### config.mk
export PLATFORM = sky130hd
export DESIGN_NAME = eeprom_ctrl
export DESIGN_NICKNAME = d
export VERILOG_FILES = /design/src/common/eeprom_pkg.sv /design/src/i2c/i2c_bit_engine.sv /design/src/i2c/i2c_frame_engine.sv /design/src/source/eeprom_sequencer.sv /design/src/source/eeprom_ctrl.sv
export SDC_FILE = /design/constraint.sdc
export NUM_CORES = 1
export LEC_CHECK = 0
export ABC_AREA = 0
export BUFFER_PORTS_ARGS = -buffer_cell sky130_fd_sc_hd__buf_2
export CAP_MARGIN = 20
export CORE_MARGIN = 2
export CORE_UTILIZATION = 59
export CTS_CLUSTER_DIAMETER = 200
export DETAILED_ROUTE_END_ITERATION = 10
export PLACE_DENSITY = 0.9
export RECOVER_POWER = 100
export SYNTH_ARGS = -nofsm -noshare
export SYNTH_HDL_FRONTEND = slang
export SYNTH_SLANG_ARGS = --single-unit
### constraint.sdc
create_clock -name CLK -period 3.1 [get_ports CLK]
set_input_delay 0.31 -clock CLK [delete_from_list [all_inputs] [get_ports CLK]]
set_output_delay 0.31 -clock CLK [all_outputs]
set_load 0.01 [all_outputs]
### src/common/eeprom_pkg.sv
package eeprom_pkg;

    localparam int QUARTER_CYCLES = 2; // scl period is four of these
    localparam int QCNT_W = (QUARTER_CYCLES > 1) ? $clog2(QUARTER_CYCLES) : 1;
    localparam int ADDR_W = 11;
    localparam logic [3:0] DEV_CODE = 4'b1010;

    // operations handed to the frame engine
    typedef enum logic [1:0] {
        FRM_START,
        FRM_STOP,
        FRM_WRITE,
        FRM_READ
    } frame_op_e;

    typedef struct packed {
        frame_op_e  op;
        logic [7:0] tx_byte;
        logic       master_ack; // level driven in the ack slot of a read
    } frame_cmd_t;

    typedef struct packed {
        logic [7:0] rx_byte;
        logic       ack_seen;   // device pulled sda low after a write byte
    } frame_rsp_t;

    // single bus symbols
    typedef enum logic [1:0] {
        BIT_START,
        BIT_STOP,
        BIT_SEND,
        BIT_SAMPLE
    } bit_op_e;

    typedef struct packed {
        bit_op_e op;
        logic    value;
    } bit_cmd_t;

    // host request as latched by the sequencer
    typedef struct packed {
        logic [ADDR_W-1:0] addr;
        logic [7:0]        wdata;
        logic              is_read;
    } eeprom_req_t;

endpackage

### src/i2c/i2c_bit_engine.sv
`timescale 1ns/100ps

module i2c_bit_engine (
    input  logic                 CLK,
    input  logic                 RESET,
    input  logic                 bit_go,
    input  eeprom_pkg::bit_cmd_t cmd,
    input  logic                 sda_in,
    output logic                 bit_done,
    output logic                 rx_bit,
    output logic                 scl,
    output logic                 sda_oe
);
    import eeprom_pkg::*;

    logic              active;
    logic [1:0]        quarter; // 0,1 scl low  2,3 scl high
    logic [QCNT_W-1:0] qcnt;
    logic              qlast;
    bit_cmd_t          cur;

    assign qlast    = (qcnt == QCNT_W'(QUARTER_CYCLES - 1));
    assign bit_done = active && (quarter == 2'd3) && qlast;

    always_ff @(posedge CLK)
    begin
        if (bit_go)
            cur <= cmd;
    end

    always_ff @(posedge CLK)
    begin
        if (RESET)
        begin
            active  <= 1'b0;
            quarter <= 2'd0;
            qcnt    <= '0;
            scl     <= 1'b1; // bus idle
            sda_oe  <= 1'b0;
            rx_bit  <= 1'b1;
        end
        else if (bit_go)
        begin
            active  <= 1'b1;
            quarter <= 2'd0;
            qcnt    <= '0;
            scl     <= 1'b0;
        end
        else if (active)
        begin
            if (qlast)
            begin
                quarter <= quarter + 2'd1;
                qcnt    <= '0;
            end
            else
                qcnt <= qcnt + 1'b1;

            if (bit_done)
                active <= 1'b0;

            // data set up one cycle after scl falls
            if (quarter == 2'd0 && qcnt == '0)
            begin
                case (cur.op)
                    BIT_STOP:   sda_oe <= 1'b1;
                    BIT_SEND:   sda_oe <= !cur.value;
                    default:    sda_oe <= 1'b0; // start and sample release the line
                endcase
            end

            if (quarter == 2'd1 && qlast)
                scl <= 1'b1;

            // middle of the high phase
            if (quarter == 2'd2 && qlast)
            begin
                rx_bit <= sda_in;
                if (cur.op == BIT_START)
                    sda_oe <= 1'b1;
                else if (cur.op == BIT_STOP)
                    sda_oe <= 1'b0;
            end
        end
    end

    sda_stable_while_scl_high: assert property (@(posedge CLK) disable iff (RESET)
        (scl && $past(scl) && (sda_oe != $past(sda_oe)))
        |-> (cur.op inside {BIT_START, BIT_STOP}));

    no_go_mid_symbol: assert property (@(posedge CLK) disable iff (RESET)
        bit_go |-> (!active || bit_done));

endmodule

### src/i2c/i2c_frame_engine.sv
`timescale 1ns/100ps

module i2c_frame_engine (
    input  logic                   CLK,
    input  logic                   RESET,
    input  logic                   frame_go,
    input  eeprom_pkg::frame_cmd_t cmd,
    output logic                   frame_done,
    output eeprom_pkg::frame_rsp_t rsp,
    output logic                   bit_go,
    output eeprom_pkg::bit_cmd_t   bit_cmd,
    input  logic                   bit_done,
    input  logic                   rx_bit
);
    import eeprom_pkg::*;

    logic       busy;
    logic       first;      // first symbol leaves the cycle after frame_go
    frame_op_e  op;
    logic       master_ack;
    logic [7:0] shreg;
    logic [3:0] cnt;        // symbols issued so far
    logic       is_byte;
    logic [3:0] last_cnt;

    assign is_byte    = (op == FRM_WRITE) || (op == FRM_READ);
    assign last_cnt   = is_byte ? 4'd9 : 4'd1;
    assign frame_done = busy && bit_done && (cnt == last_cnt);

    // next symbol chained onto bit_done keeps the bus bits back to back
    assign bit_go = busy && (first || (bit_done && (cnt != last_cnt)));

    assign rsp.rx_byte  = shreg;
    assign rsp.ack_seen = (op == FRM_WRITE) && !rx_bit;

    // cnt already points at the symbol about to be issued
    always_comb
    begin
        bit_cmd.op    = BIT_SAMPLE;
        bit_cmd.value = 1'b1;
        case (op)
            FRM_START:  bit_cmd.op = BIT_START;
            FRM_STOP:   bit_cmd.op = BIT_STOP;
            FRM_WRITE:
                if (cnt != 4'd8)
                begin
                    bit_cmd.op    = BIT_SEND;
                    bit_cmd.value = shreg[7]; // msb first
                end
            FRM_READ:
                if (cnt == 4'd8)
                begin
                    bit_cmd.op    = BIT_SEND;
                    bit_cmd.value = master_ack;
                end
        endcase
    end

    always_ff @(posedge CLK)
    begin
        if (RESET)
        begin
            busy  <= 1'b0;
            first <= 1'b0;
            cnt   <= 4'd0;
        end
        else
        begin
            first <= frame_go;
            if (frame_go)
            begin
                busy <= 1'b1;
                cnt  <= 4'd0;
            end
            else
            begin
                if (bit_go)
                    cnt <= cnt + 4'd1;
                if (frame_done)
                    busy <= 1'b0;
            end
        end
    end

    always_ff @(posedge CLK)
    begin
        if (frame_go)
        begin
            op         <= cmd.op;
            master_ack <= cmd.master_ack;
            shreg      <= cmd.tx_byte;
        end
        else if (bit_go && op == FRM_WRITE)
            shreg <= {shreg[6:0], 1'b0};
        else if (busy && bit_done && op == FRM_READ && cnt <= 4'd8)
            shreg <= {shreg[6:0], rx_bit}; // data bits only, not the ack slot
    end

    no_go_mid_frame: assert property (@(posedge CLK) disable iff (RESET)
        frame_go |-> !busy);

endmodule

### src/source/eeprom_sequencer.sv
`timescale 1ns/100ps

module eeprom_sequencer (
    input  logic                          CLK,
    input  logic                          RESET,
    input  logic                          wr,
    input  logic                          rd,
    input  logic [eeprom_pkg::ADDR_W-1:0] addr,
    input  logic [7:0]                    wdata,
    output logic                          busy,
    output logic                          ack,
    output logic                          nack,
    output logic [7:0]                    rdata,
    output logic                          frame_go,
    output eeprom_pkg::frame_cmd_t        frame_cmd,
    input  logic                          frame_done,
    input  eeprom_pkg::frame_rsp_t        frame_rsp
);
    import eeprom_pkg::*;

    typedef enum logic [3:0] {
        S_IDLE,
        S_START,
        S_CTRL_W,
        S_ADDR,
        S_DATA,
        S_RESTART,
        S_CTRL_R,
        S_READ,
        S_STOP,
        S_ACK
    } state_e;

    state_e      state;
    eeprom_req_t req;
    logic        accept;
    logic        nack_pend;
    logic [7:0]  rx_hold;
    logic [7:0]  ctrl_w;
    logic [7:0]  ctrl_r;

    function automatic frame_cmd_t mk_cmd(frame_op_e op, logic [7:0] data, logic ma);
        frame_cmd_t c;
        c.op         = op;
        c.tx_byte    = data;
        c.master_ack = ma;
        return c;
    endfunction

    assign accept = !busy && (wr || rd);
    assign ctrl_w = {DEV_CODE, req.addr[ADDR_W-1:8], 1'b0};
    assign ctrl_r = {DEV_CODE, req.addr[ADDR_W-1:8], 1'b1};

    always_ff @(posedge CLK)
    begin
        if (accept)
        begin
            req.addr    <= addr;
            req.wdata   <= wdata;
            req.is_read <= !wr; // write wins
        end
        if (state == S_READ && frame_done)
            rx_hold <= frame_rsp.rx_byte;
    end

    always_ff @(posedge CLK)
    begin
        if (RESET)
        begin
            state     <= S_IDLE;
            busy      <= 1'b0;
            ack       <= 1'b0;
            nack      <= 1'b0;
            rdata     <= 8'h00;
            frame_go  <= 1'b0;
            frame_cmd <= '0;
            nack_pend <= 1'b0;
        end
        else
        begin
            frame_go <= 1'b0;
            ack      <= 1'b0;
            case (state)
                S_IDLE:
                    if (accept)
                    begin
                        busy      <= 1'b1;
                        nack_pend <= 1'b0;
                        frame_go  <= 1'b1;
                        frame_cmd <= mk_cmd(FRM_START, 8'h00, 1'b1);
                        state     <= S_START;
                    end
                S_START:
                    if (frame_done)
                    begin
                        frame_go  <= 1'b1;
                        frame_cmd <= mk_cmd(FRM_WRITE, ctrl_w, 1'b1);
                        state     <= S_CTRL_W;
                    end
                S_CTRL_W, S_ADDR, S_DATA, S_CTRL_R:
                    if (frame_done)
                    begin
                        frame_go <= 1'b1;
                        if (!frame_rsp.ack_seen)
                        begin
                            nack_pend <= 1'b1; // device silent, straight to stop
                            frame_cmd <= mk_cmd(FRM_STOP, 8'h00, 1'b1);
                            state     <= S_STOP;
                        end
                        else
                        begin
                            case (state)
                                S_CTRL_W:
                                begin
                                    frame_cmd <= mk_cmd(FRM_WRITE, req.addr[7:0], 1'b1);
                                    state     <= S_ADDR;
                                end
                                S_ADDR:
                                    if (req.is_read)
                                    begin
                                        frame_cmd <= mk_cmd(FRM_START, 8'h00, 1'b1);
                                        state     <= S_RESTART;
                                    end
                                    else
                                    begin
                                        frame_cmd <= mk_cmd(FRM_WRITE, req.wdata, 1'b1);
                                        state     <= S_DATA;
                                    end
                                S_CTRL_R:
                                begin
                                    // single byte read ends with no ack
                                    frame_cmd <= mk_cmd(FRM_READ, 8'h00, 1'b1);
                                    state     <= S_READ;
                                end
                                default:
                                begin
                                    frame_cmd <= mk_cmd(FRM_STOP, 8'h00, 1'b1);
                                    state     <= S_STOP;
                                end
                            endcase
                        end
                    end
                S_RESTART:
                    if (frame_done)
                    begin
                        frame_go  <= 1'b1;
                        frame_cmd <= mk_cmd(FRM_WRITE, ctrl_r, 1'b1);
                        state     <= S_CTRL_R;
                    end
                S_READ:
                    if (frame_done)
                    begin
                        frame_go  <= 1'b1;
                        frame_cmd <= mk_cmd(FRM_STOP, 8'h00, 1'b1);
                        state     <= S_STOP;
                    end
                S_STOP:
                    if (frame_done)
                    begin
                        ack  <= 1'b1;
                        nack <= nack_pend;
                        if (req.is_read && !nack_pend)
                            rdata <= rx_hold; // old data kept on nack
                        state <= S_ACK;
                    end
                S_ACK:
                begin
                    busy  <= 1'b0;
                    state <= S_IDLE;
                end
                default:
                    state <= S_IDLE;
            endcase
        end
    end

    ack_single_pulse: assert property (@(posedge CLK) disable iff (RESET)
        ack |=> !ack);

    ack_inside_busy: assert property (@(posedge CLK) disable iff (RESET)
        ack |-> busy);

endmodule

### src/source/eeprom_ctrl.sv
`timescale 1ns/100ps

module eeprom_ctrl (
    input  logic                          CLK,
    input  logic                          RESET,
    input  logic                          wr,
    input  logic                          rd,
    input  logic [eeprom_pkg::ADDR_W-1:0] addr,
    input  logic [7:0]                    wdata,
    input  logic                          sda_in,
    output logic                          busy,
    output logic                          ack,
    output logic                          nack,
    output logic [7:0]                    rdata,
    output logic                          scl,
    output logic                          sda_oe
);
    import eeprom_pkg::*;

    logic       frame_go;
    frame_cmd_t frame_cmd;
    logic       frame_done;
    frame_rsp_t frame_rsp;
    logic       bit_go;
    bit_cmd_t   bit_cmd;
    logic       bit_done;
    logic       rx_bit;

    eeprom_sequencer seq_i (
        .CLK        (CLK),
        .RESET      (RESET),
        .wr         (wr),
        .rd         (rd),
        .addr       (addr),
        .wdata      (wdata),
        .busy       (busy),
        .ack        (ack),
        .nack       (nack),
        .rdata      (rdata),
        .frame_go   (frame_go),
        .frame_cmd  (frame_cmd),
        .frame_done (frame_done),
        .frame_rsp  (frame_rsp)
    );

    i2c_frame_engine frame_i (
        .CLK        (CLK),
        .RESET      (RESET),
        .frame_go   (frame_go),
        .cmd        (frame_cmd),
        .frame_done (frame_done),
        .rsp        (frame_rsp),
        .bit_go     (bit_go),
        .bit_cmd    (bit_cmd),
        .bit_done   (bit_done),
        .rx_bit     (rx_bit)
    );

    // only block touching the pins
    i2c_bit_engine bit_i (
        .CLK      (CLK),
        .RESET    (RESET),
        .bit_go   (bit_go),
        .cmd      (bit_cmd),
        .sda_in   (sda_in),
        .bit_done (bit_done),
        .rx_bit   (rx_bit),
        .scl      (scl),
        .sda_oe   (sda_oe)
    );

endmodule

# After elaboration in Yosys (flattened, before gate mapping)
# Index checks and enable logic that the tools add are counted.
[word_totals] elab_cells=163 in_bits=24 register_bits=83
[classes] magnitude_cmp=1 n_reduce_logical=50 n_bitwise=3 add_sub_neg=3 mux=50 eq_ne=28
[op_table] op="two-way mux 11 bit" count=7
[op_table] op="one-hot mux 11 bit (5 select lines)" count=1
[op_table] op="one-hot mux 11 bit (3 select lines)" count=1
[op_table] op="two-way mux 4 bit" count=8
[op_table] op="two-way mux 8 bit" count=3
[op_table] op="one-hot mux 4 bit (6 select lines)" count=1
[op_table] op="two-way mux 1 bit" count=20
[op_table] op="equality test 4 x 3 -> 1 bit, second input constant" count=4
[op_table] op="logical AND 1 bit" count=16
[op_table] op="equality test 4 bit, second input constant" count=3
[op_table] op="inequality test 2 x 1 -> 1 bit, second input constant" count=6
[op_table] op="one-hot mux 4 bit (3 select lines)" count=1
[op_table] op="AND reduction 6 bit" count=2
[op_table] op="equality test 2 bit, second input constant" count=5
[op_table] op="one-hot mux 1 bit (2 select lines)" count=5
[op_table] op="AND reduction 2 bit" count=5
[op_table] op="nonzero test 2 bit" count=5
[op_table] op="equality test 4 x 2 -> 1 bit, second input constant" count=2
[op_table] op="one-hot mux 2 bit (4 select lines)" count=1
[op_table] op="OR reduction 7 bit" count=1
[op_table] op="equality test 2 x 1 -> 1 bit, second input constant" count=3
[op_table] op="logical NOT 2 bit" count=3
[op_table] op="AND reduction 3 bit" count=2
[op_table] op="OR reduction 2 bit" count=3
[op_table] op="18 further kinds" count=27

# Logic depth before layout (Yosys ltp)
# Gate-level depths: netlist of the first run.
[depth] ltp_word=10 depth_mapped=6 mapped_depth_nobuf=6

# By module
# A second synthesis of the first run with hierarchy kept.
[unflattened] cells_unflattened=315 area_unflattened_um2=3627.2
[modules_own_cells] module="eeprom_sequencer" area_per_inst_um2=2200.9 n_inst=1 cells_each=186
[modules_own_cells] module="i2c_frame_engine" area_per_inst_um2=903.4 n_inst=1 cells_each=78
[modules_own_cells] module="i2c_bit_engine" area_per_inst_um2=523.0 n_inst=1 cells_each=51

# Worst setup path after synthesis of the first run
# OpenSTA, ideal clock, no wires.
[synth_timing] path_kind="flip-flop to flip-flop" start="reg bit_i.quarter[1]" end="reg seq_i.rx_hold[0] (enable)" arrival_time_ns=1.851 stages_incl_launch_ff=6 setup_ns=0.395 path_slack_ns=0.854 synth_period_minus_slack_ns=2.246 required_ns=2.705 cell_sequence="dfxtp_1 -> ha_1 -> and4_1 -> buf_4 -> nand3_4 -> nor4_1"
[synth_between] elab_chain_cells=6
[synth_rtl] element="start: declaration" line="i2c_bit_engine.sv:17" source="logic [1:0] quarter;"
[synth_rtl] element="start signal: assignment" line="i2c_bit_engine.sv:53" source="quarter <= quarter + 2'd1;"
[synth_rtl] element="equality test 2 bit" line="i2c_bit_engine.sv:23" source="assign bit_done = active && (quarter == 2'd3) && qlast;"
[synth_rtl] element="logical AND 1 bit (2 in a row)" line="i2c_bit_engine.sv:23"
[synth_rtl] element="logical AND 1 bit (2 in a row)" line="i2c_frame_engine.sv:28" source="assign frame_done = busy && bit_done && (cnt == last_cnt);"
[synth_rtl] element="logical AND 1 bit" line="eeprom_sequencer.sv:62" source="if (state == S_READ && frame_done)"
[synth_rtl] element="end signal: assignment" line="eeprom_sequencer.sv:63" source="rx_hold <= frame_rsp.rx_byte;"
[synth_rtl] element="end: declaration" line="eeprom_sequencer.sv:38" source="logic [7:0] rx_hold;"
# Every way passes these cells.
# A chain may end at the register's enable or synchronous reset.

# Worst setup path after layout of the first run
[layout_timing] start="reg bit_i.quarter[0]" end="reg seq_i.rx_hold[5] (enable)"
# The elaborated chain is that of the path after synthesis.

==> summary.md, run 1 <==
| Metric | Value |
|---|---|
| CTS buffer count | `9` |
| Pwr dens | `556 nW/um^2` |
| Tightest hold margin | `0.122 ns` |
| Share of cells above drive strength 1 | `0.150` |
| Max_slew headroom | `0.373` |
| Minimum clock period | `2.42 ns` |
| Post-route DRC | `0` |
| Die area | `7090 um^2` |
| Distinct cells, synth | `63` |
| Core area | `6280 um^2` |
| Max capacitance violation total | `0` |
| Placer Congestion | `0.957` |
| Most used DFF post-synth | `edfxtp_1` |
| DR vias | `2764` |
| Max IR drop VDD | `0.000464 V` |
| Clock-pin slew on the worst setup and hold paths | `0.08 ns` |
| Setup-failing EPs final | `0` |
| Clk sink count | `83` |
| Root buffer cell | `clkbuf_8` |
| Critical Path AT | `2.44 ns` |
| Port Buffers | `36` |
| Ant diodes | `0` |
| Syn-to-layout area delta | `9.07%` |
| Setup bufs post-CTS | `0` |
| CTS tree | `yes` |
| Syn Area/Cell | `11.0 um^2` |
| Synth Register Bits | `83` |
| RSZ-0062 raised after global routing | `false` |
| Post-synth EDFFs | `42` |
| Critical path peak fanout | `8` |
| Row cnt | `29` |
| Fin crit share | `0.780` |
| Avg WL per Cell | `15.7 um` |
| Critical Path RT | `3.12 ns` |
| DIE WIDTH | `84.2 um` |
| Largest net degree at the start of global routing | `24` |
| Global-route wire length before repair | `12300 um` |
| Vert. Die Dim | `84.2 um` |
| Critical setup path kind | `flop to flop` |
| Post-CTS Hold Fix Bufs | `0` |
| Syn Inst Count | `345` |
| Post-CTS Resized | `0` |
| I/O Pins | `37` |
| Seq/Total Area, Yosys | `0.549` |
| Synth Net Count | `378` |
| Via density | `6.05` |
| ANT nets after route | `0` |
| Post-detail-place hpwl | `5010 um` |
| Skew-Pair Late Insertion Delay | `0.36 ns` |
| Fmax | `413 MHz` |
| Post-Route WL | `7190 um` |
| Worst setup SP type | `flop` |
| FFs w/ async S/R, synth | `0` |
| CP Capture Type | `flop` |
| Nets | `408` |
| Initial antenna violation count | `0` |
| Total power | `2.30 mW` |
| Remaining global-route overflow | `0` |
| Worst min path class | `primary input to flop` |
| DR iter-0 viols | `313` |
| Synth warn | `0` |
| Lkg Pwr | `1.44 nW` |
| Number of global-route vias before repair | `2614` |
| Final hold vios | `0` |
| GRT Util Overall | `0.219` |
| Clock Tree Buf Depth | `2` |
| Setup TNS | `0 ns` |
| Outcome | `finished, final reports clean` |
| Post-Syn Area | `3790 um^2` |
| Starting Density | `0.604` |
| Clock skew | `0.0106 ns` |
| Least-Margin Pin Slew | `0.940 ns` |
| DRT Pass-1 Iters | `5` |
| Final max-slew violation count | `0` |
| H-tree level count | `3` |
[stage by stage]
| step | cell area [um^2] | instances | worst slack, ns | util |
|---|---|---|---|---|
| after floorplan | 3790 | 345 | 0.854 | - |
| after global placement | 4000 | 441 | 0.986 | 0.637 |
| after detailed placement | 4000 | 441 | 0.857 | 0.637 |
| after CTS | 4190 | 457 | 0.832 | 0.668 |
| after global routing | 4140 | 457 | 0.475 | 0.659 |
| final | 4140 | 457 | 0.681 | 0.659 |
[Yosys cell counts (4+ instances only)]
master | n | area (um^2)
edfxtp_1 | 42 | 1260
dfxtp_1 | 41 | 821
a21oi_1 | 25 | 125
o21ai_0 | 25 | 125
nand2_1 | 21 | 78.8
inv_1 | 18 | 67.6
nand3_1 | 16 | 80.1
nor2_1 | 11 | 41.3
nor2b_1 | 11 | 68.8
clkbuf_1 | 9 | 33.8
ha_1 | 9 | 113
mux2_2 | 9 | 101
nand2b_1 | 7 | 43.8
nor3_1 | 7 | 35.0
a22o_1 | 5 | 43.8
o311ai_0 | 5 | 43.8
a22oi_1 | 4 | 30.0
and2_1 | 4 | 25.0
buf_2 | 4 | 20.0
xnor2_1 | 4 | 35.0
[cell usage in the layout, fill, tap and decap left out, drive strengths merged, types with 11 or more instances in the layout]
cell,n
edfxtp,42
dfxtp,41
o21ai,26
a21oi,25
buf,24
clkbuf,24
nand2,21
inv,20
nand3,17
nor2,11
nor2b,11
[worst paths after layout]
path                      startpoint            endpoint  slack, ns  depth (start not counted)
setup reg to reg    bit_i.quarter[0]    seq_i.rx_hold[5]       0.68                          5
hold reg to reg   seq_i.frame_cmd[0]  frame_i.master_ack       0.44                          0
setup / recovery    bit_i.quarter[0]    seq_i.rx_hold[5]       0.68                          5
hold / removal               addr[6]       seq_i.req[15]       0.12                          1
[layer usage]
layer,vias to the layer above,GRT usage,part of all wire
met5,-,0,0
li1,1347,-,-
met4,0,0.0704,0.020
met3,13,0.0728,0.071
met2,114,0.353,0.49
met1,1290,0.283,0.42
[final cells by class]
class / count / area, um^2
Sequential cell: 83 / 2080
Clock inverter: 6 / 45.0
Inverter: 18 / 67.6
Fill cell: 484 / 2140
Timing Repair Buffer: 38 / 175
Clock buffer: 10 / 149
Tap cell: 77 / 96.3
Multi-Input combinational cell: 225 / 1520
[report_power, final]
group / internal (mW) / switching (mW) / leakage (nW)
registers: 1.24 / 0.0700 / 0.731
clock network: 0.343 / 0.389 / 0.0904
logic: 0.108 / 0.145 / 0.620
total: 1.69 / 0.605 / 1.44
[sequential cells by signal, summed over array words and instances, names as in the netlist, 2 cells and up]
signal           count
bit_i.quarter        2
seq_i.frame_cmd     11
seq_i.rx_hold        8
frame_i.cnt          4
frame_i.op           2
seq_i.state          4
seq_i.req           17
frame_i.shreg        8
seq_i.ctrl_r         3
bit_i.cur            3
seq_i.rdata          8
[worst max-delay path, stage by stage, from the launching register on]
cell and delay (ns):
dfxtp_1 0.39, ha_1 0.21, and4_1 0.41, nand3_1 0.28, nor4_1 0.42, clkbuf_1 0.37
[cell families (layout without fill, tap and decap cells)]
| group | count (synthesis) | count (layout) | share of synthesized area |
|---|---|---|---|
| buf+inv | 37 | 72 | 0.0409 |
| flops | 83 | 83 | 0.549 |
| fa+ha+maj | 9 | 9 | 0.0297 |
| compound gates | 93 | 93 | 0.162 |
| mux | 12 | 12 | 0.0346 |
| simple gates | 105 | 105 | 0.165 |
| xor+xnor | 6 | 6 | 0.0188 |
Power figures use the tool's default switching activity.
==> run 2, diff against run 1 <==
--- a/config.mk
+++ b/config.mk
@@ -9,10 +9,10 @@
 export BUFFER_PORTS_ARGS = -buffer_cell sky130_fd_sc_hd__buf_2
 export CAP_MARGIN = 20
 export CORE_MARGIN = 2
-export CORE_UTILIZATION = 59
+export CORE_UTILIZATION = 53
 export CTS_CLUSTER_DIAMETER = 200
 export DETAILED_ROUTE_END_ITERATION = 10
-export PLACE_DENSITY = 0.9
+export PLACE_DENSITY = 0.85
 export RECOVER_POWER = 100
 export SYNTH_ARGS = -nofsm -noshare
 export SYNTH_HDL_FRONTEND = slang
==> constraint.sdc (replaced) <==
create_clock -name CLK -period 2 [get_ports CLK]
set_input_delay 0.2 -clock CLK [delete_from_list [all_inputs] [get_ports CLK]]
set_output_delay 0.2 -clock CLK [all_outputs]
set_load 0.01 [all_outputs]
==> run 2 against run 1 <==
Maximum frequency rose by 24%. Hold slack got worse by 0.093 ns. Final cell count rose by 12%. Sequential share of layout area shrank 4.1 points. Clock-buffer cell count decreased by 1. Routed wire length grew 19%. Clock power rose by 69%. Power rose by 64%.
==> summary.md, run 2 (synthesis results as in run 1) <==
| Metric | Value |
|---|---|
| Lkg Pwr | `1.62 nW (was 1.44 nW)` |
| Minimum clock period | `1.95 ns (was 2.42 ns)` |
| Fin area | `4500 um^2 (was 4140 um^2)` |
| Syn-to-layout area delta | `18.6% (was 9.07%)` |
| Post-Route WL | `8580 um (was 7190 um)` |
| Fin crit share | `0.973 (was 0.780)` |
| Largest register FFs | `17 (unchanged)` |
| CTS tree | `yes (unchanged)` |
| Largest net degree at the start of global routing | `21 (was 24)` |
| Pwr dens | `838 nW/um^2 (was 556 nW/um^2)` |
| Most frequent cells in the layout | `edfxtp_1, dfxtp_1, o21ai_0, a21oi_1, buf_2 (was edfxtp_1, dfxtp_1, o21ai_0)` |
| Critical setup path kind | `flop to flop (unchanged)` |
| Initial antenna violation count | `0 (unchanged)` |
| Skew-Pair Late Insertion Delay | `0.37 ns (was 0.36 ns)` |
| Least-Margin Pin Slew | `0.622 ns (was 0.940 ns)` |
| Ant diodes | `0 (unchanged)` |
| ANT nets after route | `0 (unchanged)` |
| CTS buffer count | `9 (unchanged)` |
| Max_slew headroom | `0.584 (was 0.373)` |
| Sw Share | `0.271 (was 0.263)` |
| Post-route DRC | `0 (unchanged)` |
| Critical Path RT | `2.27 ns (was 3.12 ns)` |
| Remaining global-route overflow | `0 (unchanged)` |
| Worst setup SP type | `flop (unchanged)` |
| Vert. Die Dim | `88.6 um (was 84.2 um)` |
| Filler instances | `547 (was 484)` |
| DIE WIDTH | `88.6 um (was 84.2 um)` |
| Switching Power | `1.02 mW (was 0.605 mW)` |
| Critical Path AT | `2.21 ns (was 2.44 ns)` |
| Clock Tree Buf Depth | `2 (unchanged)` |
| Largest register by flop count | `seq_i.req (unchanged)` |
| Combinational power share | `0.138 (was 0.110)` |
| Fmax | `514 MHz (was 413 MHz)` |
| Outcome | `finished, final reports clean (unchanged)` |
| Via density | `5.82 (was 6.05)` |
| Sequential share of power | `0.532 (was 0.571)` |
| Port Buffers | `36 (unchanged)` |
| Placer Congestion | `0.956 (was 0.957)` |
| GRT Util Overall | `0.230 (was 0.219)` |
| Setup-failing EPs final | `0 (unchanged)` |
| Global-route wire length before repair | `13600 um (was 12300 um)` |
| Clk pwr share | `0.330 (was 0.318)` |
| Clk sink count | `83 (unchanged)` |
| Row cnt | `30 (was 29)` |
| Area of placed instances | `4160 um^2 (was 4000 um^2)` |
| Worst min path class | `primary input to flop (unchanged)` |
| H-tree level count | `3 (unchanged)` |
| Avg WL per Cell | `16.8 um (was 15.7 um)` |
| Max IR drop VDD | `0.000586 V (was 0.000464 V)` |
| Critical path peak fanout | `10 (was 8)` |
| Max capacitance violation total | `0 (unchanged)` |
| Nets | `443 (was 408)` |
| DR vias | `2975 (was 2764)` |
| Final max-slew violation count | `0 (unchanged)` |
| Cell internal pwr | `2.75 mW (was 1.69 mW)` |
| Setup TNS | `0 ns (unchanged)` |
| Final hold vios | `0 (unchanged)` |
| RSZ-0062 raised after global routing | `false (unchanged)` |
| Commonest non-fill, non-tap cell in the layout | `edfxtp_1 (unchanged)` |
| DR iter-0 viols | `227 (was 313)` |
| CP Capture Type | `flop (unchanged)` |
| Total power | `3.77 mW (was 2.30 mW)` |
| Root buffer cell | `clkbuf_8 (unchanged)` |
| Clock skew | `0.0116 ns (was 0.0106 ns)` |
| Finished Layout Cells | `511 (was 457)` |
| I/O Pins | `37 (unchanged)` |
| Top Registers | `seq_i.req: 17 flops, seq_i.frame_cmd: 11 flops (unchanged)` |
| Worst reg2reg setup slack | `0.05 ns (was 0.68 ns)` |
| Dpl cells | `478 (was 441)` |
| Clock-pin slew on the worst setup and hold paths | `0.08 ns (about the same)` |
| Final Util | `0.655 (was 0.659)` |
| Starting Density | `0.552 (was 0.604)` |
| Share of cells above drive strength 1 | `0.188 (was 0.150)` |
| Core area | `6870 um^2 (was 6280 um^2)` |
| Number of global-route vias before repair | `2926 (was 2614)` |
| Die area | `7850 um^2 (was 7090 um^2)` |
| DRT Pass-1 Iters | `5 (unchanged)` |
| Post-detail-place hpwl | `5760 um (was 5010 um)` |
| Setup bufs post-CTS | `0 (unchanged)` |
[run 2: changes by cell type in the layout (fill, tap and decap cells not counted), moves of 2 or more]
cell	before	now
clkinvlp_4	3	1
dlygate4sd3_1	0	17
clkbuf_1	14	16
clkbuf_2	0	3
buf_4	1	14
[run 2: critical path: stages, from the launching register on]
cell,delay [ns]
edfxtp_1,0.59
xnor2_4,0.32
a31oi_2,0.25
or3_4,0.42
o32ai_1,0.28
[run 2: power groups by stage]
stage	Combinational [mW]	Clock, mW	Sequential [mW]
after floorplan	0.351	0	2.00
after global placement	0.470	0	2.04
after detailed placement	0.486	0	2.04
after CTS	0.514	1.27	2.00
after global routing	0.559	1.33	2.02
final	0.520	1.24	2.01
[run 2: worst paths after layout]
path	cells past startpoint	end	startpoint
min	1	seq_i.req[7]	wdata[6]
min reg2reg	0	frame_i.op[0]	seq_i.frame_cmd[9]
max	4	seq_i.state[2]	frame_i.op[1]
max reg2reg	4	seq_i.state[2]	frame_i.op[1]
[run 2: cell type report]
type	instances	area [um^2]	share of cell area
Clock inverter	7	80.1	0.0178
Sequential cell	83	2080	0.463
Inverter	18	67.6	0.0150
Tap cell	96	120	0.0267
Clock buffer	9	124	0.0275
Multi-Input combinational cell	225	1560	0.346
Timing Repair Buffer	73	468	0.104
[run 2: what timing repair did]
| item | in CTS | in global routing |
|---|---|---|
| endpoints found under the setup margin | 1 | 3 |
| pin swaps | 0 | 0 |
| endpoints found under the hold margin | 16 | 1 |
| hold buffers | 16 | 1 |
| gates resized for setup | 1 | 2 |
[run 2: metrics by stage]
stage	hold slack (ns)	setup slack, ns
4_1_cts	0.00293	0.0182
3_3_place_gp	0.377	0.0995
2_1_floorplan	0.299	0.0749
5_1_grt	0.0115	0.00344
6_report	0.0294	0.0542
3_5_place_dp	0.378	-0.0252
[run 2: routing by layer]
layer | track usage | up-vias | part of all wire | wire length [um]
met5 | 0 | - | 0 | 0
met3 | 0.0746 | 22 | 0.065 | 559
li1 | - | 1409 | - | -
met4 | 0.0840 | 0 | 0.018 | 157
met2 | 0.395 | 134 | 0.51 | 4420
met1 | 0.269 | 1410 | 0.40 | 3450
==> run 3, diff against run 2 <==
--- a/config.mk
+++ b/config.mk
@@ -8,12 +8,13 @@
 export ABC_AREA = 0
 export BUFFER_PORTS_ARGS = -buffer_cell sky130_fd_sc_hd__buf_2
 export CAP_MARGIN = 20
-export CORE_MARGIN = 2
+export CORE_MARGIN = 4
 export CORE_UTILIZATION = 53
 export CTS_CLUSTER_DIAMETER = 200
 export DETAILED_ROUTE_END_ITERATION = 10
-export PLACE_DENSITY = 0.85
+export PLACE_DENSITY = 0.8
 export RECOVER_POWER = 100
+export REMOVE_ABC_BUFFERS = 1
 export SYNTH_ARGS = -nofsm -noshare
 export SYNTH_HDL_FRONTEND = slang
 export SYNTH_SLANG_ARGS = --single-unit
==> run 3 against run 2 <==
Combinational power decreased by 2%. Highest routed layer unchanged. Cell area decreased by 1.4%. Utilization decreased by 0.91 points. Die area increased by 9.2%. Maximum frequency increased by 1.0%. Clock power decreased by 9%. Hold slack got worse by 0.023 ns.
==> summary.md, run 3 (synthesis results as in run 1) <==
| Metric | Value |
|---|---|
| Initial antenna violation count | `0 (unchanged)` |
| RSZ-0062 raised after global routing | `true (was false)` |
| Pre-CTS WS | `0.0254 ns (was -0.0252 ns)` |
| DR iter-0 viols | `188 (was 227)` |
| Post-Route WL | `7920 um (was 8580 um)` |
| ANT nets after route | `0 (unchanged)` |
| Cell internal pwr | `2.63 mW (was 2.75 mW)` |
| Clock-pin slew on the worst setup and hold paths | `0.09 ns (was 0.08 ns)` |
| Final worst slack | `0.0741 ns (was 0.0542 ns)` |
| Max capacitance violation total | `0 (unchanged)` |
| DR vias | `2855 (was 2975)` |
| Switching Power | `1.02 mW (about the same)` |
| Max_slew headroom | `0.575 (was 0.584)` |
| Core area | `6870 um^2 (unchanged)` |
| Critical Path RT | `2.13 ns (was 2.27 ns)` |
| Clk sink count | `83 (unchanged)` |
| Most frequent cells in the layout | `edfxtp_1, dfxtp_1, o21ai_0 (was edfxtp_1, dfxtp_1, o21ai_0, a21oi_1, buf_2)` |
| Share of cells above drive strength 1 | `0.198 (was 0.188)` |
| Critical Path AT | `2.05 ns (was 2.21 ns)` |
| Worst r2r src | `frame_i.op[1] (unchanged)` |
| Global-route wire length before repair | `13300 um (was 13600 um)` |
| Fin crit share | `0.963 (was 0.973)` |
| Largest register by flop count | `seq_i.req (unchanged)` |
| I/O Pins | `37 (unchanged)` |
| Nets | `438 (was 443)` |
| DIE WIDTH | `92.6 um (was 88.6 um)` |
| DRT Pass-1 Iters | `4 (was 5)` |
| Tightest hold margin | `0.00653 ns (was 0.0294 ns)` |
| Filler instances | `555 (was 547)` |
| Row cnt | `30 (unchanged)` |
| Clk pwr share | `0.311 (was 0.330)` |
| Fmax | `519 MHz (was 514 MHz)` |
| Placer Congestion | `0.994 (was 0.956)` |
| Largest net degree at the start of global routing | `21 (unchanged)` |
| Largest register FFs | `17 (unchanged)` |
| Dpl cells | `478 (unchanged)` |
| Max IR drop VDD | `0.000571 V (was 0.000586 V)` |
| Sw Share | `0.279 (was 0.271)` |
| Setup-failing EPs final | `0 (unchanged)` |
| Total power | `3.65 mW (was 3.77 mW)` |
| Lkg Pwr | `1.59 nW (was 1.62 nW)` |
| Minimum clock period | `1.93 ns (was 1.95 ns)` |
| Pwr dens | `822 nW/um^2 (was 838 nW/um^2)` |
| Clock skew | `0.0139 ns (was 0.0116 ns)` |
| Vert. Die Dim | `92.6 um (was 88.6 um)` |
| Sequential Area | `2080 um^2 (unchanged)` |
| Commonest non-fill, non-tap cell in the layout | `edfxtp_1 (unchanged)` |
| Sequential share of power | `0.551 (was 0.532)` |
| Worst min path class | `primary input to flop (unchanged)` |
| Number of global-route vias before repair | `2816 (was 2926)` |
| Final Util | `0.646 (was 0.655)` |
| H-tree level count | `3 (unchanged)` |
| Least-Margin Pin Slew | `0.636 ns (was 0.622 ns)` |
| Final max-slew violation count | `0 (unchanged)` |
| Skew-Pair Late Insertion Delay | `0.36 ns (was 0.37 ns)` |
| Remaining global-route overflow | `0 (unchanged)` |
| Port Buffers | `36 (unchanged)` |
| Combinational power share | `0.139 (was 0.138)` |
| Post-route DRC | `0 (unchanged)` |
| GRT Util Overall | `0.198 (was 0.230)` |
| Ant diodes | `0 (unchanged)` |
| Clock Tree Buf Depth | `2 (unchanged)` |
| Crit path launch | `frame_i.op[1] (unchanged)` |
| Top Registers | `seq_i.req: 17 flops, seq_i.frame_cmd: 11 flops (unchanged)` |
| Syn-to-layout area delta | `17.0% (was 18.6%)` |
| Area of the multi-input gates | `1560 um^2 (about the same)` |
| Critical setup path kind | `flop to flop (unchanged)` |
| CP Capture Type | `flop (unchanged)` |
| Critical path peak fanout | `10 (unchanged)` |
| CTS buffer count | `9 (unchanged)` |
| Die area | `8580 um^2 (was 7850 um^2)` |
| Setup bufs post-CTS | `0 (unchanged)` |
| Worst setup SP type | `flop (unchanged)` |
| CTS tree | `yes (unchanged)` |
| Finished Layout Cells | `506 (was 511)` |
| Final hold vios | `0 (unchanged)` |
| Outcome | `finished, final reports clean (unchanged)` |
| Avg WL per Cell | `15.6 um (was 16.8 um)` |
| Starting Density | `0.552 (unchanged)` |
| Min-delay src | `addr[3] (was wdata[6])` |
| Root buffer cell | `clkbuf_8 (unchanged)` |
| Via density | `5.64 (was 5.82)` |
| Post-detail-place hpwl | `5680 um (was 5760 um)` |
-- run 3: power by group through the flow --
stage	registers (mW)	logic, mW	clock network, mW
finish	2.01	0.507	1.13
CTS	2.01	0.502	1.15
global placement	2.04	0.472	0
detailed placement	2.04	0.484	0
floorplan	2.04	0.292	0
global route	2.02	0.554	1.23
-- run 3: final cells by class --
class / instances / share of cell area
Sequential cell: 83 / 0.469
Multi-Input combinational cell: 225 / 0.352
Timing Repair Buffer: 68 / 0.0950
Clock buffer: 9 / 0.0279
Tap cell: 96 / 0.0271
Inverter: 18 / 0.0152
Clock inverter: 7 / 0.0133
-- run 3: what timing repair did --
action                                  4_1_cts  5_1_grt
endpoints found under the setup margin        0       29
hold endpoints to repair                     10        2
hold buffers                                 10        2
resized for setup                             0        5
-- run 3: metal layers --
layer  vias to the layer above  wire [um]  global-route usage
met5                         -          0                   0
met4                         0        262              0.0804
met3                        27        526              0.0528
met2                       107       3760               0.321
met1                      1321       3360               0.251
li1                       1400          -                   -
-- run 3: worst paths after layout --
check / end / slack (ns) / depth (start not counted)
hold / removal: seq_i.req[12] / 0.007 / 1
setup / recovery: frame_i.shreg[6] / 0.07 / 5
setup reg to reg: frame_i.shreg[6] / 0.07 / 5
hold reg to reg: frame_i.op[1] / 0.44 / 0
-- run 3: critical path, cell delays in order, from the launching register on --
cell and delay [ns]:
edfxtp_1 0.58, xor2_1 0.25, o21ai_0 0.24, a21oi_1 0.12, a311o_1 0.33, buf_4 0.17
-- run 3: metrics by stage --
| stage | area, um^2 | setup TNS (ns) |
|---|---|---|
| floorplan | 3710 | -2.43 |
| global placement | 4160 | 0 |
| detailed placement | 4160 | 0 |
| CTS | 4440 | 0 |
| global route | 4440 | -0.0633 |
| finish | 4440 | 0 |
